==> config.mk <==
export PLATFORM = sky130hd
export DESIGN_NAME = manager
export DESIGN_NICKNAME = d
export VERILOG_FILES = /design/src/design/mgr_pkg.sv /design/src/design/manager.sv /design/src/design/oob_cfg_fifo.sv /design/src/design/oob_downstream_cntl.sv /design/src/design/wu_decode.sv /design/src/design/wu_fetch.sv /design/src/design/wu_memory.sv
export SDC_FILE = /design/constraint.sdc
export NUM_CORES = 2
export LEC_CHECK = 0
export ABC_AREA = 0
export BUFFER_PORTS_ARGS = -buffer_cell sky130_fd_sc_hd__buf_2
export CELL_PAD_IN_SITES_DETAIL_PLACEMENT = 0
export CELL_PAD_IN_SITES_GLOBAL_PLACEMENT = 1
export CORE_MARGIN = 5
export CORE_UTILIZATION = 50
export DETAILED_ROUTE_END_ITERATION = 10
export GPL_ROUTABILITY_DRIVEN = 0
export GPL_TIMING_DRIVEN = 0
export PLACE_DENSITY = 0.69
export SYNTH_ARGS = -nofsm -noshare
export SYNTH_HDL_FRONTEND = slang
export SYNTH_SLANG_ARGS = --single-unit
==> constraint.sdc <==
create_clock -name clk -period 6.7 [get_ports clk]
set_input_delay 0.335 -clock clk [delete_from_list [all_inputs] [get_ports clk]]
set_output_delay 0.335 -clock clk [all_outputs]
set_load 0.02 [all_outputs]
==> src/design/mgr_pkg.sv <==
// ------------------
// Widths, vector types, enums and instruction field access
// for the WU fetch, decode and OOB downstream path
// ------------------
package mgr_pkg;

  // ------------------
  // Widths
  localparam int WU_ADDR_W   = 6;
  localparam int OPT_VALUE_W = 8;
  localparam int OOB_TAG_W   = 4;
  localparam int OOB_DATA_W  = 8;
  localparam int OPT_SLOTS   = 3;                            // Option slots per instruction
  localparam int OPT_SLOT_W  = 2 + OPT_VALUE_W;              // Type sits above value
  localparam int WU_INST_W   = 3 + OPT_SLOTS * OPT_SLOT_W;   // op, last, then slots

  typedef logic [WU_ADDR_W-1:0]   wu_addr_t;
  typedef logic [OPT_VALUE_W-1:0] opt_value_t;
  typedef logic [OOB_TAG_W-1:0]   oob_tag_t;
  typedef logic [OOB_DATA_W-1:0]  oob_data_t;
  typedef logic [WU_INST_W-1:0]   wu_inst_t;

  // ------------------
  // Encodings
  typedef enum logic [1:0] {INST_NOP, INST_OP, INST_MR, INST_MW} inst_op_e;
  typedef enum logic [1:0] {OPT_NONE, OPT_NUM_LANES, OPT_STOP_CMD, OPT_SIMD_CMD} opt_type_e;
  // OOB word type, also the word order inside a packet
  typedef enum logic [1:0] {OOB_TAG, OOB_NUM_LANES, OOB_STOP_CMD, OOB_SIMD_CMD} oob_type_e;
  typedef enum logic [1:0] {CNTL_SOP, CNTL_MOP, CNTL_EOP, CNTL_SOP_EOP} std_cntl_e;
  typedef enum logic [1:0] {FETCH_IDLE, FETCH_READ, FETCH_DONE} fetch_state_e;
  typedef enum logic [1:0] {OOB_IDLE, OOB_SEND} oob_state_e;

  // ------------------
  // Instruction fields
  function automatic inst_op_e inst_op(wu_inst_t inst);
    return inst_op_e'(inst[WU_INST_W-1 -: 2]);
  endfunction

  function automatic logic inst_last(wu_inst_t inst);
    return inst[WU_INST_W-3];  // Just below the opcode
  endfunction

  // Slot 0 is the most significant slot
  function automatic opt_type_e opt_type(wu_inst_t inst, int slot);
    return opt_type_e'(inst[(OPT_SLOTS - slot) * OPT_SLOT_W - 1 -: 2]);
  endfunction

  function automatic opt_value_t opt_value(wu_inst_t inst, int slot);
    return inst[(OPT_SLOTS - slot) * OPT_SLOT_W - 3 -: OPT_VALUE_W];
  endfunction

endpackage

==> src/design/manager.sv <==
// ------------------
// Manager top, WU fetch/decode to OOB downstream
// ------------------
module manager #(
  parameter int WU_DEPTH   = 64,
  parameter int FIFO_DEPTH = 4
) (
  input  logic               clk,
  input  logic               reset,
  // WU load port, only while not busy
  input  logic               load_en,
  input  mgr_pkg::wu_addr_t  load_addr,
  input  mgr_pkg::wu_inst_t  load_data,
  // Run control
  input  logic               start,
  input  mgr_pkg::wu_addr_t  start_addr,
  output logic               busy,
  // Stack bus OOB downstream
  output logic               oob_valid,
  input  logic               oob_ready,
  output mgr_pkg::std_cntl_e oob_cntl,
  output mgr_pkg::oob_type_e oob_type,
  output mgr_pkg::oob_data_t oob_data
);
  import mgr_pkg::*;

  // Fetch / memory
  logic       rd_en;
  wu_addr_t   rd_addr;
  wu_inst_t   rd_data;
  logic       rd_valid;
  logic       fetch_ready;
  // Decode to FIFO
  logic       rec_push;
  oob_tag_t   rec_tag;
  opt_value_t rec_num_lanes;
  opt_value_t rec_stop_cmd;
  opt_value_t rec_simd_cmd;
  logic       credit_return;
  // FIFO to transmitter
  logic       rec_avail;
  logic       rec_pop;
  oob_tag_t   head_tag;
  opt_value_t head_num_lanes;
  opt_value_t head_stop_cmd;
  opt_value_t head_simd_cmd;

  wu_memory #(.WU_DEPTH(WU_DEPTH)) u_wu_memory (
    .clk, .reset, .load_en, .load_addr, .load_data,
    .rd_en, .rd_addr, .rd_data, .rd_valid
  );

  wu_fetch #(.WU_DEPTH(WU_DEPTH)) u_wu_fetch (
    .clk, .reset, .start, .start_addr, .fetch_ready,
    .rd_data, .rd_valid, .rd_en, .rd_addr, .busy
  );

  wu_decode #(.FIFO_DEPTH(FIFO_DEPTH)) u_wu_decode (
    .clk, .reset, .rd_data, .rd_valid, .credit_return, .fetch_ready,
    .rec_push, .rec_tag, .rec_num_lanes, .rec_stop_cmd, .rec_simd_cmd
  );

  oob_cfg_fifo #(.FIFO_DEPTH(FIFO_DEPTH)) u_oob_cfg_fifo (
    .clk, .reset, .rec_push, .rec_tag, .rec_num_lanes, .rec_stop_cmd, .rec_simd_cmd,
    .rec_pop, .rec_avail, .head_tag, .head_num_lanes, .head_stop_cmd, .head_simd_cmd,
    .credit_return
  );

  oob_downstream_cntl u_oob_downstream_cntl (
    .clk, .reset, .rec_avail, .head_tag, .head_num_lanes, .head_stop_cmd,
    .head_simd_cmd, .rec_pop, .oob_valid, .oob_ready, .oob_cntl, .oob_type, .oob_data
  );

endmodule

==> src/design/oob_cfg_fifo.sv <==
// ------------------
// PE config record FIFO, one credit returned per pop
// ------------------
module oob_cfg_fifo #(
  parameter int FIFO_DEPTH = 4
) (
  input  logic                clk,
  input  logic                reset,
  // From decoder
  input  logic                rec_push,
  input  mgr_pkg::oob_tag_t   rec_tag,
  input  mgr_pkg::opt_value_t rec_num_lanes,
  input  mgr_pkg::opt_value_t rec_stop_cmd,
  input  mgr_pkg::opt_value_t rec_simd_cmd,
  // Head record to transmitter
  input  logic                rec_pop,
  output logic                rec_avail,
  output mgr_pkg::oob_tag_t   head_tag,
  output mgr_pkg::opt_value_t head_num_lanes,
  output mgr_pkg::opt_value_t head_stop_cmd,
  output mgr_pkg::opt_value_t head_simd_cmd,
  output logic                credit_return
);
  import mgr_pkg::*;

  localparam int PTR_W = (FIFO_DEPTH > 1) ? $clog2(FIFO_DEPTH) : 1;
  localparam int CNT_W = $clog2(FIFO_DEPTH + 1);
  localparam int REC_W = OOB_TAG_W + 3 * OPT_VALUE_W;  // tag, lanes, stop, simd

  logic [REC_W-1:0] mem [FIFO_DEPTH];
  logic [PTR_W-1:0] wr_ptr;
  logic [PTR_W-1:0] rd_ptr;
  logic [CNT_W-1:0] count;

  function automatic logic [PTR_W-1:0] next_ptr(logic [PTR_W-1:0] ptr);
    return (ptr == PTR_W'(FIFO_DEPTH - 1)) ? '0 : ptr + 1'b1;
  endfunction

  always_ff @(posedge clk) begin
    if (rec_push) begin
      mem[wr_ptr] <= {rec_tag, rec_num_lanes, rec_stop_cmd, rec_simd_cmd};
    end
  end

  assign {head_tag, head_num_lanes, head_stop_cmd, head_simd_cmd} = mem[rd_ptr];
  assign rec_avail = (count != '0);

  always_ff @(posedge clk) begin
    if (reset) begin
      wr_ptr        <= '0;
      rd_ptr        <= '0;
      count         <= '0;
      credit_return <= 1'b0;
    end else begin
      if (rec_push) wr_ptr <= next_ptr(wr_ptr);
      if (rec_pop)  rd_ptr <= next_ptr(rd_ptr);
      case ({rec_push, rec_pop})
        2'b10:   count <= count + 1'b1;
        2'b01:   count <= count - 1'b1;
        default: ;
      endcase
      credit_return <= rec_pop;  // Back to decoder next cycle
    end
  end

  // Credit scheme keeps both ends in range
  a_no_ovf_unf: assert property (@(posedge clk) disable iff (reset)
    !(rec_push && count == CNT_W'(FIFO_DEPTH)) && !(rec_pop && count == '0));

endmodule

==> src/design/oob_downstream_cntl.sv <==
// ------------------
// OOB downstream transmitter, one record
// out as a four-word stack-bus packet
// ------------------
module oob_downstream_cntl (
  input  logic                 clk,
  input  logic                 reset,
  // Head of record FIFO
  input  logic                 rec_avail,
  input  mgr_pkg::oob_tag_t    head_tag,
  input  mgr_pkg::opt_value_t  head_num_lanes,
  input  mgr_pkg::opt_value_t  head_stop_cmd,
  input  mgr_pkg::opt_value_t  head_simd_cmd,
  output logic                 rec_pop,
  // Stack bus OOB downstream
  output logic                 oob_valid,
  input  logic                 oob_ready,
  output mgr_pkg::std_cntl_e   oob_cntl,
  output mgr_pkg::oob_type_e   oob_type,
  output mgr_pkg::oob_data_t   oob_data
);
  import mgr_pkg::*;

  oob_state_e state;
  logic [1:0] word_idx;   // Word within packet
  logic       last_word;
  oob_tag_t   hold_tag;   // Record being sent
  opt_value_t hold_lanes;
  opt_value_t hold_stop;
  opt_value_t hold_simd;

  assign rec_pop   = (state == OOB_IDLE) && rec_avail;
  assign oob_valid = (state == OOB_SEND);
  assign last_word = (word_idx == 2'd3);
  assign oob_type  = oob_type_e'(word_idx);  // TAG, lanes, stop, simd

  // ------------------
  // Word mux
  always_comb begin
    case (word_idx)
      2'd0: begin
        oob_cntl = CNTL_SOP;
        oob_data = oob_data_t'(hold_tag);  // Zero-extended
      end
      2'd1: begin
        oob_cntl = CNTL_MOP;
        oob_data = hold_lanes;
      end
      2'd2: begin
        oob_cntl = CNTL_MOP;
        oob_data = hold_stop;
      end
      default: begin
        oob_cntl = CNTL_EOP;
        oob_data = hold_simd;
      end
    endcase
  end

  // Holding register, loaded on pop
  always_ff @(posedge clk) begin
    if (rec_pop) begin
      hold_tag   <= head_tag;
      hold_lanes <= head_num_lanes;
      hold_stop  <= head_stop_cmd;
      hold_simd  <= head_simd_cmd;
    end
  end

  always_ff @(posedge clk) begin
    if (reset) begin
      state    <= OOB_IDLE;
      word_idx <= '0;
    end else begin
      case (state)
        OOB_IDLE: begin
          if (rec_avail) begin
            state    <= OOB_SEND;
            word_idx <= '0;
          end
        end
        OOB_SEND: begin
          if (oob_ready) begin
            word_idx <= word_idx + 1'b1;  // Wraps to 0 after EOP
            if (last_word) state <= OOB_IDLE;
          end
        end
        default: state <= OOB_IDLE;
      endcase
    end
  end

  // Stalled word held until accepted
  a_hold_stable: assert property (@(posedge clk) disable iff (reset)
    oob_valid && !oob_ready |=>
      oob_valid && $stable(oob_type) && $stable(oob_cntl) && $stable(oob_data));

endmodule

==> src/design/wu_decode.sv <==
// ------------------
// WU decoder, OP instructions to tagged PE config records
// with the credit side of the record FIFO link
// ------------------
module wu_decode #(
  parameter int FIFO_DEPTH = 4
) (
  input  logic                clk,
  input  logic                reset,
  // From WU memory
  input  mgr_pkg::wu_inst_t   rd_data,
  input  logic                rd_valid,
  // Credit link
  input  logic                credit_return,  // One per popped record
  output logic                fetch_ready,
  // Record out
  output logic                rec_push,
  output mgr_pkg::oob_tag_t   rec_tag,
  output mgr_pkg::opt_value_t rec_num_lanes,
  output mgr_pkg::opt_value_t rec_stop_cmd,
  output mgr_pkg::opt_value_t rec_simd_cmd
);
  import mgr_pkg::*;

  localparam int                CRED_W   = $clog2(FIFO_DEPTH + 1);
  localparam logic [CRED_W-1:0] CRED_MAX = CRED_W'(FIFO_DEPTH);

  logic [CRED_W-1:0] credits;    // Free FIFO slots not yet spent
  logic [CRED_W-1:0] in_flight;  // Record waiting to be charged
  oob_tag_t          tag;        // Next tag, wraps at 16
  logic              is_op;
  opt_value_t        lanes_d;
  opt_value_t        stop_d;
  opt_value_t        simd_d;

  // NOP, MR and MW are dropped here
  assign is_op = rd_valid && (inst_op(rd_data) == INST_OP);

  // ------------------
  // Option scan
  // Later slot overrides, absent fields stay zero
  always_comb begin
    lanes_d = '0;
    stop_d  = '0;
    simd_d  = '0;
    for (int s = 0; s < OPT_SLOTS; s++) begin
      case (opt_type(rd_data, s))
        OPT_NUM_LANES: lanes_d = opt_value(rd_data, s);
        OPT_STOP_CMD:  stop_d  = opt_value(rd_data, s);
        OPT_SIMD_CMD:  simd_d  = opt_value(rd_data, s);
        default: ;  // Empty slot
      endcase
    end
  end

  // Record payload, captured with the current tag
  always_ff @(posedge clk) begin
    if (is_op) begin
      rec_tag       <= tag;
      rec_num_lanes <= lanes_d;
      rec_stop_cmd  <= stop_d;
      rec_simd_cmd  <= simd_d;
    end
  end

  // ------------------
  // Push, tag and credits
  always_ff @(posedge clk) begin
    if (reset) begin
      rec_push <= 1'b0;
      tag      <= '0;
      credits  <= CRED_MAX;
    end else begin
      rec_push <= is_op;  // Push one cycle after rd_valid
      if (is_op) begin
        tag <= tag + 1'b1;
      end
      case ({rec_push, credit_return})
        2'b10:   credits <= credits - 1'b1;  // Spent on push
        2'b01:   credits <= credits + 1'b1;  // Slot freed downstream
        default: ;
      endcase
    end
  end

  // Pushing record still counts against the credits this cycle
  assign in_flight   = {{(CRED_W-1){1'b0}}, rec_push};
  assign fetch_ready = (credits > in_flight);

  // Credits bounded by the FIFO and never overdrawn
  a_credit_bound: assert property (@(posedge clk) disable iff (reset)
    (credits <= CRED_MAX) && !(rec_push && credits == '0));

endmodule

==> src/design/wu_fetch.sv <==
// ------------------
// WU fetch FSM issuing sequential reads from the
// start address up to the last instruction
// ------------------
module wu_fetch #(
  parameter int WU_DEPTH = 64
) (
  input  logic              clk,
  input  logic              reset,
  input  logic              start,
  input  mgr_pkg::wu_addr_t start_addr,
  input  logic              fetch_ready,  // Room downstream for one more
  input  mgr_pkg::wu_inst_t rd_data,
  input  logic              rd_valid,
  output logic              rd_en,
  output mgr_pkg::wu_addr_t rd_addr,
  output logic              busy
);
  import mgr_pkg::*;

  localparam wu_addr_t LAST_ADDR = wu_addr_t'(WU_DEPTH - 1);  // Wrap point

  fetch_state_e state;
  logic         rtn_pend;  // Read issued and data not back yet
  logic         last_rtn;  // Final instruction just came back

  assign last_rtn = rd_valid && inst_last(rd_data);
  assign busy     = (state == FETCH_READ);
  // Next read only after the previous one has returned
  assign rd_en    = busy && !rtn_pend && fetch_ready;

  always_ff @(posedge clk) begin
    if (reset) begin
      state    <= FETCH_IDLE;
      rtn_pend <= 1'b0;
      rd_addr  <= '0;
    end else begin
      case (state)
        FETCH_IDLE, FETCH_DONE: begin
          if (start) begin
            state <= FETCH_READ;
          end
        end
        FETCH_READ: begin
          if (last_rtn) begin
            state <= FETCH_DONE;  // WU complete so wait for next start
          end
        end
        default: state <= FETCH_IDLE;
      endcase

      if (rd_en) begin
        rtn_pend <= 1'b1;
      end else if (rd_valid) begin
        rtn_pend <= 1'b0;
      end

      if (start && !busy) begin
        rd_addr <= start_addr;                                     // Start ignored while busy
      end else if (rd_en) begin
        rd_addr <= (rd_addr == LAST_ADDR) ? '0 : rd_addr + 1'b1;  // Wrap after last entry
      end
    end
  end

  // ------------------
  // Checks
  // No read outstanding or returning outside READ
  a_idle_quiet: assert property (@(posedge clk) disable iff (reset)
    (state != FETCH_READ) |-> !rtn_pend && !rd_valid);

  // Memory answers next cycle and never two reads outstanding
  a_one_inflight: assert property (@(posedge clk) disable iff (reset)
    rd_en |=> rd_valid && !rd_en);

endmodule

==> src/design/wu_memory.sv <==
// ------------------
// WU instruction store, load write port
// and one-cycle registered read port
// ------------------
module wu_memory #(
  parameter int WU_DEPTH = 64
) (
  input  logic              clk,
  input  logic              reset,
  // Load port
  input  logic              load_en,
  input  mgr_pkg::wu_addr_t load_addr,
  input  mgr_pkg::wu_inst_t load_data,
  // Fetch read port
  input  logic              rd_en,
  input  mgr_pkg::wu_addr_t rd_addr,
  output mgr_pkg::wu_inst_t rd_data,
  output logic              rd_valid
);
  import mgr_pkg::*;

  wu_inst_t mem [WU_DEPTH];  // Instruction array

  // Depth has to fit the address
  if (WU_DEPTH > (1 << WU_ADDR_W)) begin : g_depth_chk
    $error("WU_DEPTH exceeds the WU address range");
  end

  // ------------------
  // Storage
  always_ff @(posedge clk) begin
    if (load_en) begin
      mem[load_addr] <= load_data;  // One entry per cycle
    end
    if (rd_en) begin
      rd_data <= mem[rd_addr];      // Data lands with rd_valid
    end
  end

  // Read strobe, one cycle behind rd_en
  always_ff @(posedge clk) begin
    if (reset) begin
      rd_valid <= 1'b0;
    end else begin
      rd_valid <= rd_en;
    end
  end

endmodule

==> impl_metrics.py <==
metrics = {
    "route": {
        "routed-via-count": 44700,
        "drtIter0Drc": 5539,
        "post_drt_wl_per_cell_um": 35.9,
        "routed_wirelength_um": 252000,
        "post_drt_via_cell_ratio": 6.35,
        "detail-route-antenna-nets": 0,
        "route.detailed.drc": 0,
        "firstDrtPassIters": 6,
    },
    "synth": {
        "synthFlopType": "edfxtp_1",
        "synth-seq-area-share_pct": 78.4,
        "syn_avg_cell_area_um2": 21.7,
        "ys_ff_latch": 2342,
        "netlist_area_mm2": 0.0893,
        "yosys.cell_types.count": 56,
        "synth_cells": 4108,
        "synth-edff-count": 2313,
        "async_flop_share_pct": 0,
        "ys_warn_count": 0,
        "synth_nets": 4175,
    },
    "worst_setup_path": {
        "crit_type": "register to register",
        "crit_chain": "buf_4 > buf_2 > buf_2 > buf_2 > mux2i_1 > nand2_1 > a31oi_1 > a21oi_1",
        "r2r_slack_ps": 2220,
        "critPathLaunch": "u_wu_fetch.rd_addr[2]",
        "slowest_stage": "a31oi_1",
        "critPathCaptureType": "register",
        "cp.required_ps": 7230,
        "cp_data_arrival_time_ps": 5000,
        "critPathBufInv": 4,
        "critPathMaxStageDelay_ps": 1110,
        "crit_path_frequent_cell": "buf_2",
        "r2r-start": "u_wu_fetch.rd_addr[2]",
        "start_kind": "register",
        "critPathTopFamily": "buffers and inverters",
        "cp_max_fo": 10,
    },
    "global_routing": {
        "antenna_found_initial": 25,
        "grt_pass1_vias": 44600,
        "grt_max_degree": 65,
        "grt_pass1_wl_um": 350000,
        "grtUsageTotal_pct": 27.1,
        "grt-ovfl-total": 0,
    },
    "cells_and_area": {
        "fin_nets": 4552,
        "multi_input_area_mm2": 0.0185,
        "nFillCells": 13100,
        "area_growth_pct": 14.3,
        "drive_above_1_share_pct": 26.0,
        "seq_area_mm2": 0.0700,
    },
    "placement": {
        "dp_hpwl_um": 165000,
        "port_buffers": 58,
    },
    "floorplan": {
        "die_h_um": 433,
        "core_mm2": 0.178,
        "chipWidth_um": 433,
        "initial_core_util_pct": 50.2,
        "std_cell_rows": 155,
        "ios": 64,
        "dieArea_mm2": 0.187,
    },
    "clock_network": {
        "clockRootBuffer": "clkbuf_16",
        "post-cts-setup-buffers": 0,
        "cts_inserted_buffers": 230,
        "cts_tree": "done",
        "cts-htree-levels": 4,
        "cts_sinks": 2342,
        "clk_latency_ps": 870,
        "path_clk_slew_ps": 60,
        "clock_path_buffers": 3,
    },
    "sta": {
        "slew_headroom_pct": -1.88,
        "min_period_ps": 4480,
        "fmax_ghz": 0.223,
        "setup_viol_count_final": 0,
        "rsz0062_at_grt": "no",
        "slew_viol_final": 3,
        "worst_pin_slew_ps": 1520,
        "hold_violations": 0,
        "timing.final.crit_share_pct": 66.8,
        "finalSetupTns_ps": 0,
        "fin_skew_ps": 25.5,
    },
    "outcome": {
        "violations": "max-capacitance violations, max-slew violations",
        "status": "finished, violations left",
    },
    "min_path": {
        "hp-start": "load_data[15]",
        "min_path_type": "input port to register",
    },
    "power": {
        "p_comb_share_pct": 10.5,
        "pwr-share-seq_pct": 50.5,
        "clkPwrFrac_pct": 39.1,
        "vdd_drop_max_mv": 0.235,
        "p_sw_w": 0.00783,
        "p_leak_nw": 31.4,
        "p_per_area_mw_per_mm2": 321,
        "switching_share_pct": 23.9,
        "total_power_w": 0.0328,
        "p_int_w": 0.0249,
    },
    "run": {
        "maxCapViolations": 1,
    },
}
==> per-layer routing <==
| metal | GRT usage (%) | wire, um | up-vias |
|---|---|---|---|
| li1 | - | - | 18100 |
| met1 | 36.4 | 96100 | 23900 |
| met2 | 43.7 | 122000 | 2254 |
| met3 | 6.31 | 23300 | 469 |
| met4 | 10.5 | 10700 | 8 |
| met5 | 0 | 50 | - |
==> flip-flops by register name (all words and copies together), names as in the netlist, 2 cells and up <==
name and flops:
u_oob_cfg_fifo.wr_ptr 2, u_wu_fetch.state 2, u_oob_downstream_cntl.hold_lanes 8, u_wu_memory.mem 2112
u_wu_memory.rd_data 33, u_wu_decode.credits 3, u_wu_decode.rec_simd_cmd 8, u_wu_decode.rec_stop_cmd 8
u_oob_downstream_cntl.oob_type 2, u_wu_decode.rec_num_lanes 8, u_oob_downstream_cntl.hold_stop 8, u_oob_downstream_cntl.hold_tag 4
u_oob_downstream_cntl.hold_simd 8, u_wu_fetch.rd_addr 6, u_wu_decode.rec_tag 4, u_oob_cfg_fifo.mem 112
u_wu_decode.tag 4, u_oob_cfg_fifo.count 3, u_oob_cfg_fifo.rd_ptr 2
==> through the flow <==
step	setup WS, ps	std cells	instance area (um2)	utilization [%]	hold slack [ps]
after global placement	-627	6521	92500	52.0	440
after CTS	2380	7027	102000	57.3	12.3
final	2220	7035	102000	57.4	45.4
after global routing	2170	7029	102000	57.3	35.5
after floorplan	2990	4108	89300	-	428
after detailed placement	2370	6597	94500	53.1	440
==> placed cells by master, fill, tap and decap left out, types with 24 or more instances in the layout <==
cell type     n
a22oi_1      58
clkinv_1     53
bufinv_16    24
a221oi_1     33
o21ai_0      39
nand2_1      98
o22ai_1     132
buf_12       62
clkbuf_16   233
a21oi_1      45
clkbuf_1    137
mux2i_1     144
a22o_1       25
clkinv_2     42
buf_4        60
nor2_4       62
mux2_2       68
dfxtp_1      29
buf_2       110
nor2_1      109
edfxtp_1   2313
mux4_2      485
==> cell families (layout without fill, tap and decap cells) <==
logic type                 after synthesis  count (layout)  share of synthesized area (%)
xor gates and xnor gates                 8               8                         0.0785
muxes                                  697             697                           14.7
DFF                                   2342            2342                           78.4
adders and majority gates               17              17                          0.255
and+or+nand+nor                        396             396                           2.05
buffers and inverters                  246             811                           1.42
AOI/OAI and AO/OA                      402             402                           3.08
other                                    0               7                              0
==> final timing paths <==
kind,end,cells past startpoint
worst max-delay path,u_wu_memory.rd_data[22],8
worst min-delay path,u_wu_memory.mem[30][15],2
worst max register to register,u_wu_memory.rd_data[22],8
worst min register to register,u_wu_decode.rec_tag[3],0
==> power by group through the flow <==
| stage | combinational [W] | clock, W | sequential, W |
|---|---|---|---|
| floorplan | 0.00197 | 0 | 0.0168 |
| global placement | 0.00336 | 0 | 0.0169 |
| detailed placement | 0.00343 | 0 | 0.0169 |
| CTS | 0.00344 | 0.0129 | 0.0165 |
| global route | 0.00361 | 0.0136 | 0.0166 |
| finish | 0.00344 | 0.0128 | 0.0165 |
==> repair_timing <==
action                                 in CTS  in global routing
endpoints found under the hold margin      28                  0
hold buffers                               10                  0
gates resized for setup                     0                  0
==> cell usage after synthesis (11+ instances only) <==
library cell	number	area, um2
edfxtp_1	2313	69500
mux4_2	485	10900
nor2_1	171	642
mux2i_1	144	1440
o22ai_1	132	826
nand2_1	98	368
clkbuf_1	91	342
mux2_2	68	766
buf_2	65	325
a22oi_1	58	435
buf_4	47	353
a21oi_1	45	225
o21ai_0	39	195
a221oi_1	33	289
dfxtp_1	29	581
a22o_1	25	219
a31oi_1	21	131
inv_1	19	71.3
nand3_1	18	90.1
a211o_1	17	149
nor2b_1	17	106
nor4_1	17	106
ha_1	15	188
nor3_1	13	65.1
buf_1	12	45.0
buf_6	12	135
nand2b_1	11	68.8
==> final cells by class <==
cell class,instances,area share (%)
Multi-Input combinational cell,1520,18.1
Buffer,227,1.18
Sequential cell,2342,68.6
Tap cell,2355,2.89
Inverter,19,0.0698
Clock buffer,280,5.88
Timing Repair Buffer,145,1.89
Antenna cell,7,0.0172
Clock inverter,140,1.39
No activity file was read; power rests on OpenSTA's default activity.
